$ cat src/regfile_pkg.sv
// Register file control definitions
`default_nettype none

package regfile_pkg;

  // Bus geometry
  localparam int unsigned DATA_WIDTH = 32;
  localparam int unsigned BE_WIDTH   = 4;

  // Job contexts and per-context parameter words
  localparam int unsigned N_CONTEXT   = 2;
  localparam int unsigned LOG_CONTEXT = 1;
  localparam int unsigned N_IO_REGS   = 4;
  localparam int unsigned LOG_IO_REGS = 2;

  // Word address is context bits above the register index
  localparam int unsigned LOG_REGS         = 5;
  localparam int unsigned ADDR_WIDTH       = LOG_REGS + LOG_CONTEXT;
  localparam int unsigned N_MANDATORY_REGS = 8;

  localparam int unsigned JOB_ID_WIDTH     = 8;
  localparam int unsigned STORE_ADDR_WIDTH = 3;
  localparam int unsigned N_STORE_WORDS    = N_CONTEXT * N_IO_REGS;
  localparam int unsigned FINISHED_WIDTH   = 2;

  // First parameter index and context stride in store words
  localparam logic [LOG_REGS-1:0]         PARAM_BASE = LOG_REGS'(N_MANDATORY_REGS);
  localparam logic [STORE_ADDR_WIDTH-1:0] IO_STRIDE  = STORE_ADDR_WIDTH'(N_IO_REGS);

  // Mandatory register map
  localparam logic [LOG_REGS-1:0] REG_TRIGGER   = 5'd0; // Write starts the acquired job
  localparam logic [LOG_REGS-1:0] REG_ACQUIRE   = 5'd1; // Test-and-set read
  localparam logic [LOG_REGS-1:0] REG_FINISHED  = 5'd2; // Write clears
  localparam logic [LOG_REGS-1:0] REG_STATUS    = 5'd3;
  localparam logic [LOG_REGS-1:0] REG_RUNNING   = 5'd4;
  localparam logic [LOG_REGS-1:0] REG_SOFTCLEAR = 5'd5;

  // Acquire responses
  localparam logic [DATA_WIDTH-1:0] RESP_LOCKED   = 32'hFFFF_FFFE;
  localparam logic [DATA_WIDTH-1:0] RESP_ALL_BUSY = 32'hFFFF_FFFF;
  localparam logic [DATA_WIDTH-1:0] RESP_UNMAPPED = 32'hFFFF_0000;

  localparam logic [FINISHED_WIDTH-1:0] FINISHED_MAX = 2'd2;
  localparam logic [7:0]                STATUS_BUSY  = 8'h01; // Busy byte of one context

  // Source of the registered read return
  localparam int unsigned RD_SEL_WIDTH = 2;
  localparam logic [RD_SEL_WIDTH-1:0] RD_NONE    = 2'd0;
  localparam logic [RD_SEL_WIDTH-1:0] RD_ACQUIRE = 2'd1;
  localparam logic [RD_SEL_WIDTH-1:0] RD_MAND    = 2'd2;
  localparam logic [RD_SEL_WIDTH-1:0] RD_STORE   = 2'd3;

  // Bus word address seen as a plain index or as context plus index
  typedef union packed {
    struct packed {
      logic [LOG_CONTEXT-1:0] pad; // Ignored for mandatory registers
      logic [LOG_REGS-1:0]    idx;
    } mand;
    struct packed {
      logic [LOG_CONTEXT-1:0] ctx;
      logic [LOG_REGS-1:0]    idx;
    } ctx;
  } regfile_addr_u;

endpackage

`default_nettype wire

$ cat src/regfile_access_decode.sv
// Register bus access decoder
`timescale 1ns/1ps
`default_nettype none

module regfile_access_decode (
  input  logic                                      clk_i,
  input  logic                                      rst_ni,
  input  logic                                      req_i,
  input  logic                                      wen_i,
  input  regfile_pkg::regfile_addr_u                addr_i,
  input  logic [regfile_pkg::DATA_WIDTH-1:0]        wdata_i,
  input  logic [regfile_pkg::BE_WIDTH-1:0]          be_i,
  input  logic                                      pointer_busy_i,
  input  logic                                      clear_i,
  output logic                                      trigger_o,
  output logic                                      acquire_ok_o,
  output logic                                      finished_clr_o,
  output logic                                      soft_clear_o,
  output logic [regfile_pkg::RD_SEL_WIDTH-1:0]      rd_sel_o,
  output logic [regfile_pkg::DATA_WIDTH-1:0]        resp_o,
  output logic [regfile_pkg::LOG_CONTEXT-1:0]       pointer_ctx_o,
  output logic                                      st_we_o,
  output logic                                      st_re_o,
  output logic [regfile_pkg::STORE_ADDR_WIDTH-1:0]  st_addr_o,
  output logic [regfile_pkg::DATA_WIDTH-1:0]        st_wdata_o,
  output logic [regfile_pkg::BE_WIDTH-1:0]          st_be_o
);

  logic                                     rd_req;
  logic                                     wr_req;
  logic                                     is_mand;
  logic                                     acq_req;
  logic                                     acq_grant;
  logic                                     trig_wr;
  logic [regfile_pkg::LOG_REGS-1:0]         param_off;
  logic [regfile_pkg::LOG_IO_REGS-1:0]      io_off;
  logic [regfile_pkg::STORE_ADDR_WIDTH-1:0] ctx_base;
  logic [regfile_pkg::RD_SEL_WIDTH-1:0]     rd_sel_d;
  logic [regfile_pkg::DATA_WIDTH-1:0]       resp_d;
  logic                                     lock_q;
  logic [regfile_pkg::JOB_ID_WIDTH-1:0]     job_id_q;

  assign rd_req  = req_i & ~wen_i;
  assign wr_req  = req_i & wen_i;
  assign is_mand = addr_i.mand.idx < regfile_pkg::PARAM_BASE;

  assign acq_req   = rd_req & is_mand & (addr_i.mand.idx == regfile_pkg::REG_ACQUIRE);
  assign acq_grant = acq_req & ~lock_q & ~pointer_busy_i; // Job id handed out
  assign trig_wr   = wr_req & is_mand & (addr_i.mand.idx == regfile_pkg::REG_TRIGGER);

  // Parameter word inside the store
  assign param_off = addr_i.ctx.idx - regfile_pkg::PARAM_BASE;
  assign io_off    = param_off[regfile_pkg::LOG_IO_REGS-1:0];
  assign ctx_base  = addr_i.ctx.ctx * regfile_pkg::IO_STRIDE;

  assign st_we_o    = wr_req & ~is_mand;
  assign st_re_o    = rd_req & ~is_mand;
  assign st_addr_o  = ctx_base + io_off;
  assign st_wdata_o = wdata_i;
  assign st_be_o    = be_i;

  assign pointer_ctx_o = job_id_q[regfile_pkg::LOG_CONTEXT-1:0]; // Context of the next offload

  // Read source and response word
  always_comb begin
    rd_sel_d = regfile_pkg::RD_NONE;
    resp_d   = '0;
    if (acq_req) begin
      rd_sel_d = regfile_pkg::RD_ACQUIRE;
      if (lock_q) begin
        resp_d = regfile_pkg::RESP_LOCKED;
      end else if (pointer_busy_i) begin
        resp_d = regfile_pkg::RESP_ALL_BUSY;
      end else begin
        resp_d[regfile_pkg::JOB_ID_WIDTH-1:0] = job_id_q;
      end
    end else if (rd_req && is_mand) begin
      rd_sel_d = regfile_pkg::RD_MAND;
      resp_d[regfile_pkg::LOG_REGS-1:0] = addr_i.mand.idx; // Index for the tracker mux
    end else if (rd_req) begin
      rd_sel_d = regfile_pkg::RD_STORE;
    end
  end

  // Strobes to the tracker, one cycle after the request
  always_ff @(posedge clk_i or negedge rst_ni) begin
    if (!rst_ni) begin
      trigger_o      <= 1'b0;
      acquire_ok_o   <= 1'b0;
      finished_clr_o <= 1'b0;
      soft_clear_o   <= 1'b0;
      rd_sel_o       <= regfile_pkg::RD_NONE;
    end else begin
      trigger_o      <= trig_wr;
      acquire_ok_o   <= acq_grant;
      finished_clr_o <= wr_req & is_mand & (addr_i.mand.idx == regfile_pkg::REG_FINISHED);
      soft_clear_o   <= wr_req & is_mand & (addr_i.mand.idx == regfile_pkg::REG_SOFTCLEAR);
      rd_sel_o       <= rd_sel_d;
    end
  end

  always_ff @(posedge clk_i) begin
    if (rd_req) begin
      resp_o <= resp_d;
    end
  end

  // Offload lock and job id
  always_ff @(posedge clk_i or negedge rst_ni) begin
    if (!rst_ni) begin
      lock_q   <= 1'b0;
      job_id_q <= '0;
    end else if (clear_i) begin
      lock_q   <= 1'b0;
      job_id_q <= '0;
    end else if (acq_grant) begin
      lock_q   <= 1'b1;
      job_id_q <= job_id_q + 1'b1;
    end else if (trig_wr) begin
      lock_q <= 1'b0; // Offloader is done programming
    end
  end

endmodule

`default_nettype wire

$ cat src/regfile_param_store.sv
// Per-context parameter store
`timescale 1ns/1ps
`default_nettype none

module regfile_param_store (
  input  logic                                         clk_i,
  input  logic                                         rst_ni,
  input  logic                                         clear_i,
  input  logic                                         we_i,
  input  logic                                         re_i,
  input  logic [regfile_pkg::STORE_ADDR_WIDTH-1:0]     addr_i,
  input  logic [regfile_pkg::DATA_WIDTH-1:0]           wdata_i,
  input  logic [regfile_pkg::BE_WIDTH-1:0]             be_i,
  input  logic [regfile_pkg::LOG_CONTEXT-1:0]          running_ctx_i,
  output logic [regfile_pkg::DATA_WIDTH-1:0]           rdata_o,
  output logic [regfile_pkg::N_IO_REGS-1:0][regfile_pkg::DATA_WIDTH-1:0] params_o
);

  // Context c owns words c*N_IO_REGS up to c*N_IO_REGS+N_IO_REGS-1
  logic [regfile_pkg::N_STORE_WORDS-1:0][regfile_pkg::DATA_WIDTH-1:0] mem_q;

  // Byte-wise write port
  always_ff @(posedge clk_i or negedge rst_ni) begin
    if (!rst_ni) begin
      mem_q <= '0;
    end else if (clear_i) begin
      mem_q <= '0;
    end else if (we_i) begin
      for (int b = 0; b < regfile_pkg::BE_WIDTH; b++) begin
        if (be_i[b]) begin
          mem_q[addr_i][b*8 +: 8] <= wdata_i[b*8 +: 8];
        end
      end
    end
  end

  // Registered read port
  always_ff @(posedge clk_i) begin
    if (re_i) begin
      rdata_o <= mem_q[addr_i];
    end
  end

  // Engine view of the running context
  always_comb begin
    for (int w = 0; w < regfile_pkg::N_IO_REGS; w++) begin
      params_o[w] = mem_q[running_ctx_i * regfile_pkg::N_IO_REGS + w];
    end
  end

endmodule

`default_nettype wire

$ cat src/regfile_job_tracker.sv
// Job context tracker
`timescale 1ns/1ps
`default_nettype none

module regfile_job_tracker (
  input  logic                                  clk_i,
  input  logic                                  rst_ni,
  input  logic                                  trigger_i,
  input  logic                                  acquire_ok_i,
  input  logic                                  finished_clr_i,
  input  logic                                  soft_clear_i,
  input  logic                                  done_i,
  input  logic [regfile_pkg::RD_SEL_WIDTH-1:0]  rd_sel_i,
  input  logic [regfile_pkg::DATA_WIDTH-1:0]    resp_i,
  input  logic [regfile_pkg::LOG_CONTEXT-1:0]   pointer_ctx_i,
  input  logic [regfile_pkg::DATA_WIDTH-1:0]    store_rdata_i,
  output logic                                  pointer_busy_o,
  output logic [regfile_pkg::LOG_CONTEXT-1:0]   running_ctx_o,
  output logic                                  busy_o,
  output logic [regfile_pkg::DATA_WIDTH-1:0]    rdata_o
);

  logic [regfile_pkg::N_CONTEXT-1:0][7:0]     status_q;
  logic [regfile_pkg::LOG_CONTEXT-1:0]        acq_ctx_q;
  logic [regfile_pkg::JOB_ID_WIDTH-1:0]       running_id_q;
  logic [regfile_pkg::FINISHED_WIDTH-1:0]     finished_q;
  logic [regfile_pkg::DATA_WIDTH-1:0]         status_word;
  logic [regfile_pkg::DATA_WIDTH-1:0]         mand_rdata;

  assign running_ctx_o  = running_id_q[regfile_pkg::LOG_CONTEXT-1:0];
  assign pointer_busy_o = |status_q[pointer_ctx_i];
  assign busy_o         = |status_q;

  // Context granted by the last acquire comes from the job id in the response
  always_ff @(posedge clk_i or negedge rst_ni) begin
    if (!rst_ni) begin
      acq_ctx_q <= '0;
    end else if (soft_clear_i) begin
      acq_ctx_q <= '0;
    end else if (acquire_ok_i) begin
      acq_ctx_q <= resp_i[regfile_pkg::LOG_CONTEXT-1:0];
    end
  end

  // Busy byte per context
  always_ff @(posedge clk_i or negedge rst_ni) begin
    if (!rst_ni) begin
      status_q <= '0;
    end else if (soft_clear_i) begin
      status_q <= '0;
    end else begin
      for (int c = 0; c < regfile_pkg::N_CONTEXT; c++) begin
        if (trigger_i && (acq_ctx_q == c)) begin
          status_q[c] <= regfile_pkg::STATUS_BUSY;
        end else if (done_i && (running_ctx_o == c)) begin
          status_q[c] <= '0; // Engine finished this context
        end
      end
    end
  end

  // Running job id follows the engine
  always_ff @(posedge clk_i or negedge rst_ni) begin
    if (!rst_ni) begin
      running_id_q <= '0;
    end else if (soft_clear_i) begin
      running_id_q <= '0;
    end else if (done_i) begin
      running_id_q <= running_id_q + 1'b1;
    end
  end

  // Finished jobs, saturating
  always_ff @(posedge clk_i or negedge rst_ni) begin
    if (!rst_ni) begin
      finished_q <= '0;
    end else if (soft_clear_i || finished_clr_i) begin
      finished_q <= '0;
    end else if (done_i && (finished_q < regfile_pkg::FINISHED_MAX)) begin
      finished_q <= finished_q + 1'b1;
    end
  end

  // First context in the low byte
  always_comb begin
    status_word = '0;
    for (int c = 0; c < regfile_pkg::N_CONTEXT; c++) begin
      status_word[c*8 +: 8] = status_q[c];
    end
  end

  // Mandatory register read by the registered index
  always_comb begin
    mand_rdata = regfile_pkg::RESP_UNMAPPED;
    case (resp_i[regfile_pkg::LOG_REGS-1:0])
      regfile_pkg::REG_STATUS: begin
        mand_rdata = status_word;
      end
      regfile_pkg::REG_FINISHED: begin
        mand_rdata = '0;
        mand_rdata[regfile_pkg::FINISHED_WIDTH-1:0] = finished_q;
      end
      regfile_pkg::REG_RUNNING: begin
        mand_rdata = '0;
        mand_rdata[regfile_pkg::JOB_ID_WIDTH-1:0] = running_id_q;
      end
      regfile_pkg::REG_TRIGGER, regfile_pkg::REG_SOFTCLEAR: begin
        mand_rdata = '0; // Write-only registers
      end
      default: begin
        mand_rdata = regfile_pkg::RESP_UNMAPPED;
      end
    endcase
  end

  // Read return
  always_comb begin
    case (rd_sel_i)
      regfile_pkg::RD_ACQUIRE: rdata_o = resp_i;
      regfile_pkg::RD_MAND:    rdata_o = mand_rdata;
      regfile_pkg::RD_STORE:   rdata_o = store_rdata_i;
      default:                 rdata_o = '0; // No read in flight
    endcase
  end

endmodule

`default_nettype wire

$ cat src/regfile_ctrl_top.sv
// Register file control top level
`timescale 1ns/1ps
`default_nettype none

module regfile_ctrl_top (
  input  logic                                      clk_i,
  input  logic                                      rst_ni,
  input  logic                                      req_i,
  input  logic                                      wen_i,
  input  logic [regfile_pkg::ADDR_WIDTH-1:0]        addr_i,
  input  logic [regfile_pkg::DATA_WIDTH-1:0]        wdata_i,
  input  logic [regfile_pkg::BE_WIDTH-1:0]          be_i,
  input  logic                                      done_i,
  output logic [regfile_pkg::DATA_WIDTH-1:0]        rdata_o,
  output logic [regfile_pkg::N_IO_REGS-1:0][regfile_pkg::DATA_WIDTH-1:0] params_o,
  output logic [regfile_pkg::LOG_CONTEXT-1:0]       running_ctx_o,
  output logic                                      busy_o
);

  // Decoder to tracker
  logic                                     trigger;
  logic                                     acquire_ok;
  logic                                     finished_clr;
  logic                                     soft_clear;
  logic [regfile_pkg::RD_SEL_WIDTH-1:0]     rd_sel;
  logic [regfile_pkg::DATA_WIDTH-1:0]       resp;
  logic [regfile_pkg::LOG_CONTEXT-1:0]      pointer_ctx;
  logic                                     pointer_busy;

  // Decoder to store
  logic                                     st_we;
  logic                                     st_re;
  logic [regfile_pkg::STORE_ADDR_WIDTH-1:0] st_addr;
  logic [regfile_pkg::DATA_WIDTH-1:0]       st_wdata;
  logic [regfile_pkg::BE_WIDTH-1:0]         st_be;
  logic [regfile_pkg::DATA_WIDTH-1:0]       st_rdata;

  regfile_access_decode i_decode (
    .clk_i          ( clk_i        ),
    .rst_ni         ( rst_ni       ),
    .req_i          ( req_i        ),
    .wen_i          ( wen_i        ),
    .addr_i         ( addr_i       ),
    .wdata_i        ( wdata_i      ),
    .be_i           ( be_i         ),
    .pointer_busy_i ( pointer_busy ),
    .clear_i        ( soft_clear   ),
    .trigger_o      ( trigger      ),
    .acquire_ok_o   ( acquire_ok   ),
    .finished_clr_o ( finished_clr ),
    .soft_clear_o   ( soft_clear   ),
    .rd_sel_o       ( rd_sel       ),
    .resp_o         ( resp         ),
    .pointer_ctx_o  ( pointer_ctx  ),
    .st_we_o        ( st_we        ),
    .st_re_o        ( st_re        ),
    .st_addr_o      ( st_addr      ),
    .st_wdata_o     ( st_wdata     ),
    .st_be_o        ( st_be        )
  );

  regfile_param_store i_store (
    .clk_i         ( clk_i         ),
    .rst_ni        ( rst_ni        ),
    .clear_i       ( soft_clear    ),
    .we_i          ( st_we         ),
    .re_i          ( st_re         ),
    .addr_i        ( st_addr       ),
    .wdata_i       ( st_wdata      ),
    .be_i          ( st_be         ),
    .running_ctx_i ( running_ctx_o ),
    .rdata_o       ( st_rdata      ),
    .params_o      ( params_o      )
  );

  regfile_job_tracker i_tracker (
    .clk_i          ( clk_i         ),
    .rst_ni         ( rst_ni        ),
    .trigger_i      ( trigger       ),
    .acquire_ok_i   ( acquire_ok    ),
    .finished_clr_i ( finished_clr  ),
    .soft_clear_i   ( soft_clear    ),
    .done_i         ( done_i        ),
    .rd_sel_i       ( rd_sel        ),
    .resp_i         ( resp          ),
    .pointer_ctx_i  ( pointer_ctx   ),
    .store_rdata_i  ( st_rdata      ),
    .pointer_busy_o ( pointer_busy  ),
    .running_ctx_o  ( running_ctx_o ),
    .busy_o         ( busy_o        ),
    .rdata_o        ( rdata_o       )
  );

endmodule

`default_nettype wire

$ cat config.mk
export PLATFORM = sky130hd
export DESIGN_NAME = regfile_ctrl_top
export DESIGN_NICKNAME = d
export VERILOG_FILES = /design/src/regfile_pkg.sv /design/src/regfile_access_decode.sv /design/src/regfile_param_store.sv /design/src/regfile_job_tracker.sv /design/src/regfile_ctrl_top.sv
export SDC_FILE = /design/constraint.sdc
export NUM_CORES = 1
export LEC_CHECK = 0
export BUFFER_PORTS_ARGS = -buffer_cell sky130_fd_sc_hd__buf_4
export CORE_UTILIZATION = 50
export CTS_BUF_LIST = sky130_fd_sc_hd__clkbuf_8
export DETAILED_ROUTE_END_ITERATION = 16
export PLACE_DENSITY = 0.71
export SYNTH_ARGS = -nofsm -noshare
export SYNTH_HDL_FRONTEND = slang
export SYNTH_SLANG_ARGS = --single-unit
$ cat constraint.sdc
create_clock -name clk_i -period 2.2 [get_ports clk_i]
set_input_delay 0.22 -clock clk_i [delete_from_list [all_inputs] [get_ports clk_i]]
set_output_delay 0.22 -clock clk_i [all_outputs]
set_load 0.01 [all_outputs]
==> flow_summary.toml, run 1 <==
[run_status]
status = "complete, but fails checks"
violations = "setup timing"

[power_and_ir_drop]
seq_power_share_pct = 39.9
p_per_area_nw_per_um2 = 1000
internal-power_mw = 13.8
combPwrFrac_pct = 31.3
p_leak_nw = 8.60
swShare_pct = 30.2
power.switching_mw = 5.99
ir_drop_uv = 604
clock_power_share_pct = 28.9

[critical_path]
ff2ff_setup_slack_ns = 0.21
cp-end-kind = "output port"
crit_fanout = 16
critPathLaunch = "i_decode.resp_o[0]"
ff2ff_path_depth = 6
worstPathArrival_ns = 2.14
critPathKind = "register to output port"
critical_path_required_ns = 1.98
r2r-end = "i_decode.job_id_q[1]"
worstSetupStartpointType = "register"
reg2reg_from = "i_decode.job_id_q[0]"

[sta]
period_share_pct = 107
fin_skew_ns = 0.0169
min_period_ns = 2.36
finalSetupViolations = 18
worst_pin_slew_ns = 1.14
setup_ws_ns = -0.163
final_hold_viol_count = 0
tns_ns = -2.54
fmax_ghz = 0.423
slew_headroom_pct = 23.2
hold_ws_ns = 0.0328
slew_violations = 0
rsz0062_at_grt = "yes"

[placed_design]
dp.cells = 1779
gp_congestion = 0.885
io_buffers = 208
dp_hpwl_um = 32100
dp_slack_ns = 0.0906

[route]
drt-total-wl_um = 49600
dr_wl_met2_um = 23300
wl_per_cell_um = 26.1
vias = 12300
drtIter0Drc = 1093
viasPerCell = 6.47
m1WireLength_um = 20600
drc = 0
ant_nets = 0
top_layer = "met4"
firstDrtPassIters = 8
met3_length_um = 4410

[finish]
n_antenna_cell = 0
areaGrowthSynthToFinish_pct = 24.3
layout_commonest_cell = "dfrtp_1"
most-common-layout-cells = "dfrtp_1, buf_4, o2bb2ai_1, mux2_2, clkbuf_8"
layout-drive-gt1-share_pct = 42.0
final_core_util_pct = 64.0
instances_no_fill = 1897
fin_nets = 1504

[logic_synthesis]
synth.ff_latch_count = 325
syn-instance-count = 1194
ys_types = 55
synth.yosys.seq_area_share_pct = 52.4
synthFlopType = "dfrtp_1"
synthArstFlopShare_pct = 87.4
synth.cell_area_sq_um = 15900
syn-num-nets = 1243
syn_area_per_cell_sq_um = 13.3
synth_edf_count = 41
yosysWarnings = 0

[clock_tree]
clock-sinks = 325
htreeDepth = 2
root_buffer = "clkbuf_8"
cts_tree = "built"
path_clk_slew_ns = 0.06
cts_made_buffers = 55
cts.path.max_buffers = 3
clk_latency_ns = 0.60

[floorplanning]
ios = 209
die_h_um = 180
die_w_um = 180
core_area_sq_um = 30900
die-area_sq_um = 32500
placementRows = 64
start_util_pct = 51.4

[grt]
grt_first_pass_wirelength_um = 76500
grt_pass1_vias = 12700
antenna_found_initial = 0
grt_overflow = 0
grt_use_total_pct = 30.8
grt_max_degree = 66

[worst_hold_path]
hold_start = "req_i"
holdPathStages = 3
hold_class = "primary input to register"
min_to = "i_decode.finished_clr_o"

[job]
maxCapViolations = 0
[layout make-up]
cell class,instances,area [sq um]
multi-input combinational,764,7210
clock inverter,29,175
fill,2322,11100
sequential,325,8340
clock buffer,74,1020
inverter,11,46.3
tap,396,495
timing repair buffer,298,2480
[worst max-delay path by stage]
stage,end,slack (ns),cells past startpoint
floorplan,rdata_o[0],0.25,5
global placement,i_store.mem_q[226],0.15,6
detailed placement,i_store.mem_q[251],0.09,6
CTS,rdata_o[1],-0.18,4
global route,rdata_o[22],-0.28,4
finish,rdata_o[22],-0.16,5
[metal layers]
metal,track usage [%],vias up
met5,0,-
met4,9.64,0
met3,7.24,94
met2,48.0,635
met1,43.0,6314
li1,-,5228
[worst max-delay path: stages (launching register included)]
cell and delay [ns]:
edfxtp_1 0.43, inv_2 0.07, o31a_1 0.29, or3b_4 0.49, o21ai_1 0.13, buf_4 0.14
[cells by family after synthesis]
| group | Yosys count | synth area share [%] |
|---|---|---|
| xor gates and xnor gates | 10 | 0.551 |
| DFF | 325 | 52.4 |
| buffers and inverters | 105 | 2.57 |
| muxes | 237 | 21.3 |
| and+or+nand+nor | 140 | 4.56 |
| adders and majority gates | 2 | 0.157 |
| AOI/OAI and AO/OA | 375 | 18.5 |
[state kept, by name (all words and copies together) (netlist names)]
signal,flops
i_decode.resp_o,9
i_tracker.running_id_q,8
i_decode.job_id_q,8
i_decode.finished_clr_o,1
i_decode.lock_q,1
i_tracker.status_q,2
i_store.mem_q,256
i_decode.rd_sel_o,2
i_decode.trigger_o,1
i_tracker.acq_ctx_q,1
i_decode.soft_clear_o,1
i_tracker.finished_q,2
i_decode.acquire_ok_o,1
i_store.rdata_o,32
[per-stage QoR]
stage               power (mW)  area [sq um]
floorplan                 11.2         15900
global placement          13.8         18300
detailed placement        13.9         18300
CTS                       19.7         19700
global route              20.6         19800
finish                    19.8         19800
[power groups by stage]
stage                     clock network (mW)  registers (mW)  logic (mW)
final                                   5.71            7.89        6.19
after global routing                    6.07            8.01        6.53
after CTS                               5.76            7.87        6.10
after detailed placement                   0            8.03        5.83
after global placement                     0            8.01        5.76
after floorplan                            0            7.65        3.59
[cells in the mapped netlist (8+ instances only)]
| cell | n | share of area [%] |
|---|---|---|
| edfxtp_1 | 41 | 7.7 |
| o2bb2ai_1 | 256 | 14 |
| buf_2 | 8 | 0.25 |
| inv_1 | 8 | 0.19 |
| dfrtp_1 | 284 | 45 |
| nand2_1 | 45 | 1.1 |
| nor2_1 | 39 | 0.92 |
| mux2i_1 | 10 | 0.63 |
| mux2_2 | 162 | 11 |
| clkbuf_1 | 79 | 1.9 |
| mux4_2 | 64 | 9.1 |
| o21ai_0 | 21 | 0.66 |
| o21ai_1 | 32 | 1.0 |
| a21o_1 | 8 | 0.38 |
| a21oi_1 | 33 | 1.0 |
[repair_timing]
item,CTS,global route
hold buffers,7,0
pin swaps,0,1
gates cloned,0,1
hold endpoints to repair,64,0
setup buffers,6,1
endpoints found under the setup margin,147,47
resized for setup,19,8
Note: power is estimated with default switching activity, not from simulation.
==> inputs of run 2 (changes only) <==
CTS_BUF_LIST = not set   (was sky130_fd_sc_hd__clkbuf_8)
==> run 2 against run 1 <==
Net effect:
- the flow still finishes with violations (setup timing)
- global-route usage is essentially flat
- largest cell class unchanged
- sequential share of layout area grew 0.44 points
- worst hold slack lost 0.0014 ns
- combinational power shrank 3.7%
- register-to-register slack lost 0.09 ns
- fmax grew 3.7%
- die area is the same
==> flow_summary.toml, run 2 (synthesis results as in run 1) <==
[route]
wl_per_cell_um = 26.9
drt-total-wl_um = 49600
firstDrtPassIters = 5
vias = 12200
drtIter0Drc = 1060
viasPerCell = 6.60
drc = 0
ant_nets = 0

[sta]
finalSetupViolations = 17
slew_headroom_pct = 27.5
worst_pin_slew_ns = 1.08
slew_violations = 0
final_hold_viol_count = 0
setup_ws_ns = -0.0793
tns_ns = -1.04
fmax_ghz = 0.439
period_share_pct = 104
hold_ws_ns = 0.0315
fin_skew_ns = 0.0189
rsz0062_at_grt = "yes"
min_period_ns = 2.28

[critical_path]
crit_fanout = 16
critical_path_required_ns = 1.98
worstPathArrival_ns = 2.06
critPathKind = "register to output port"
reg2reg_from = "i_decode.soft_clear_o"
cp-end-kind = "output port"
worstSetupStartpointType = "register"
critPathLaunch = "i_decode.resp_o[0]"

[finish]
nFillCells = 2334
fin_area_sq_um = 19600
layout-drive-gt1-share_pct = 41.3
layout_commonest_cell = "dfrtp_1"
reg_top3 = "i_store.mem_q (256), i_store.rdata_o (32), i_decode.resp_o (9)"
regMostFlops = "i_store.mem_q"
instances_no_fill = 1846
areaGrowthSynthToFinish_pct = 23.1
most-common-layout-cells = "dfrtp_1, buf_4, o2bb2ai_1, mux2_2, mux4_2"
largest_reg_flops = 256
final_core_util_pct = 63.3
n_antenna_cell = 0
fin_nets = 1476

[floorplanning]
core_area_sq_um = 30900
start_util_pct = 51.4
die-area_sq_um = 32500
die_h_um = 180
placementRows = 64
ios = 209
die_w_um = 180

[power_and_ir_drop]
internal-power_mw = 13.9
seq_power_share_pct = 40.4
combPwrFrac_pct = 30.3
swShare_pct = 29.6
p_per_area_nw_per_um2 = 1010
ir_drop_uv = 718
finalPower_mw = 19.7
power.switching_mw = 5.84
p_leak_nw = 8.40
clock_power_share_pct = 29.4

[grt]
grt_max_degree = 66
antenna_found_initial = 0
grt_first_pass_wirelength_um = 76500
grt_overflow = 0
grt_use_total_pct = 30.9
grt_pass1_vias = 12600

[clock_tree]
clk_latency_ns = 0.52
cts_made_buffers = 35
cts_tree = "built"
htreeDepth = 2
cts.path.max_buffers = 3
path_clk_slew_ns = 0.06
root_buffer = "clkbuf_16"
clock-sinks = 325

[placed_design]
placed_area_sq_um = 18300
dp_hpwl_um = 32100
gp_congestion = 0.885
dp.cells = 1779
io_buffers = 208
dp_slack_ns = 0.0906

[run_status]
violations = "setup timing"
status = "complete, but fails checks"

[job]
maxCapViolations = 0

[worst_hold_path]
hold_start = "addr_i[2]"
hold_class = "primary input to register"
-- run 2: cell types whose count changed in the layout (fill, tap and decap cells not counted), moves of 5 or more --
cell / before / now
clkbuf_1: 0 / 8
clkbuf_16: 1 / 38
clkbuf_8: 74 / 5
dlygate4sd3_1: 7 / 2
inv_1: 29 / 8
-- run 2: layer usage --
metal	vias to the layer above	wire (um)	global-route usage, %
li1	5146	-	-
met1	6289	20700	43.7
met2	640	23100	48.4
met3	112	4180	5.46
met4	0	1570	10.5
met5	-	0	0
-- run 2: power by group through the flow --
stage,Clock (mW),Combinational (mW),Sequential [mW]
after floorplan,0,3.59,7.65
after global placement,0,5.76,8.01
after detailed placement,0,5.83,8.03
after CTS,5.84,5.96,7.93
after global routing,6.07,6.30,8.07
final,5.79,5.96,7.95
-- run 2: final timing paths --
check / endpoint / slack [ns] / depth (start not counted)
worst max-delay path: rdata_o[22] / -0.08 / 5
max in group asynchronous: i_store.mem_q[3] / 1.18 / 3
worst min-delay path: i_decode.rd_sel_o[1] / 0.03 / 3
worst max register to register: i_store.mem_q[242] / 0.12 / 3
worst min register to register: i_tracker.finished_q[1] / 0.43 / 1
min in group asynchronous: i_store.mem_q[115] / 0.27 / 2
-- run 2: repair_timing --
item | CTS | global route
hold buffers | 2 | 0
endpoints found under the hold margin | 59 | 0
setup endpoints to repair | 70 | 26
setup buffers | 4 | 1
gates resized for setup | 15 | 9
-- run 2: area by class of cell --
cell class	count	area [sq um]	share of cell area (%)
multi-input combinational	764	7210	36.8
clock inverter	9	71.3	0.364
sequential	325	8340	42.6
clock buffer	51	1050	5.36
inverter	11	46.3	0.237
tap	396	495	2.53
timing repair buffer	290	2360	12.0
-- run 2: critical path, stage by stage, from the launching register on --
cell      delay, ns
edfxtp_1       0.43
inv_2          0.07
o31a_1         0.29
or3b_4         0.49
o21ai_1        0.13
buf_4          0.14
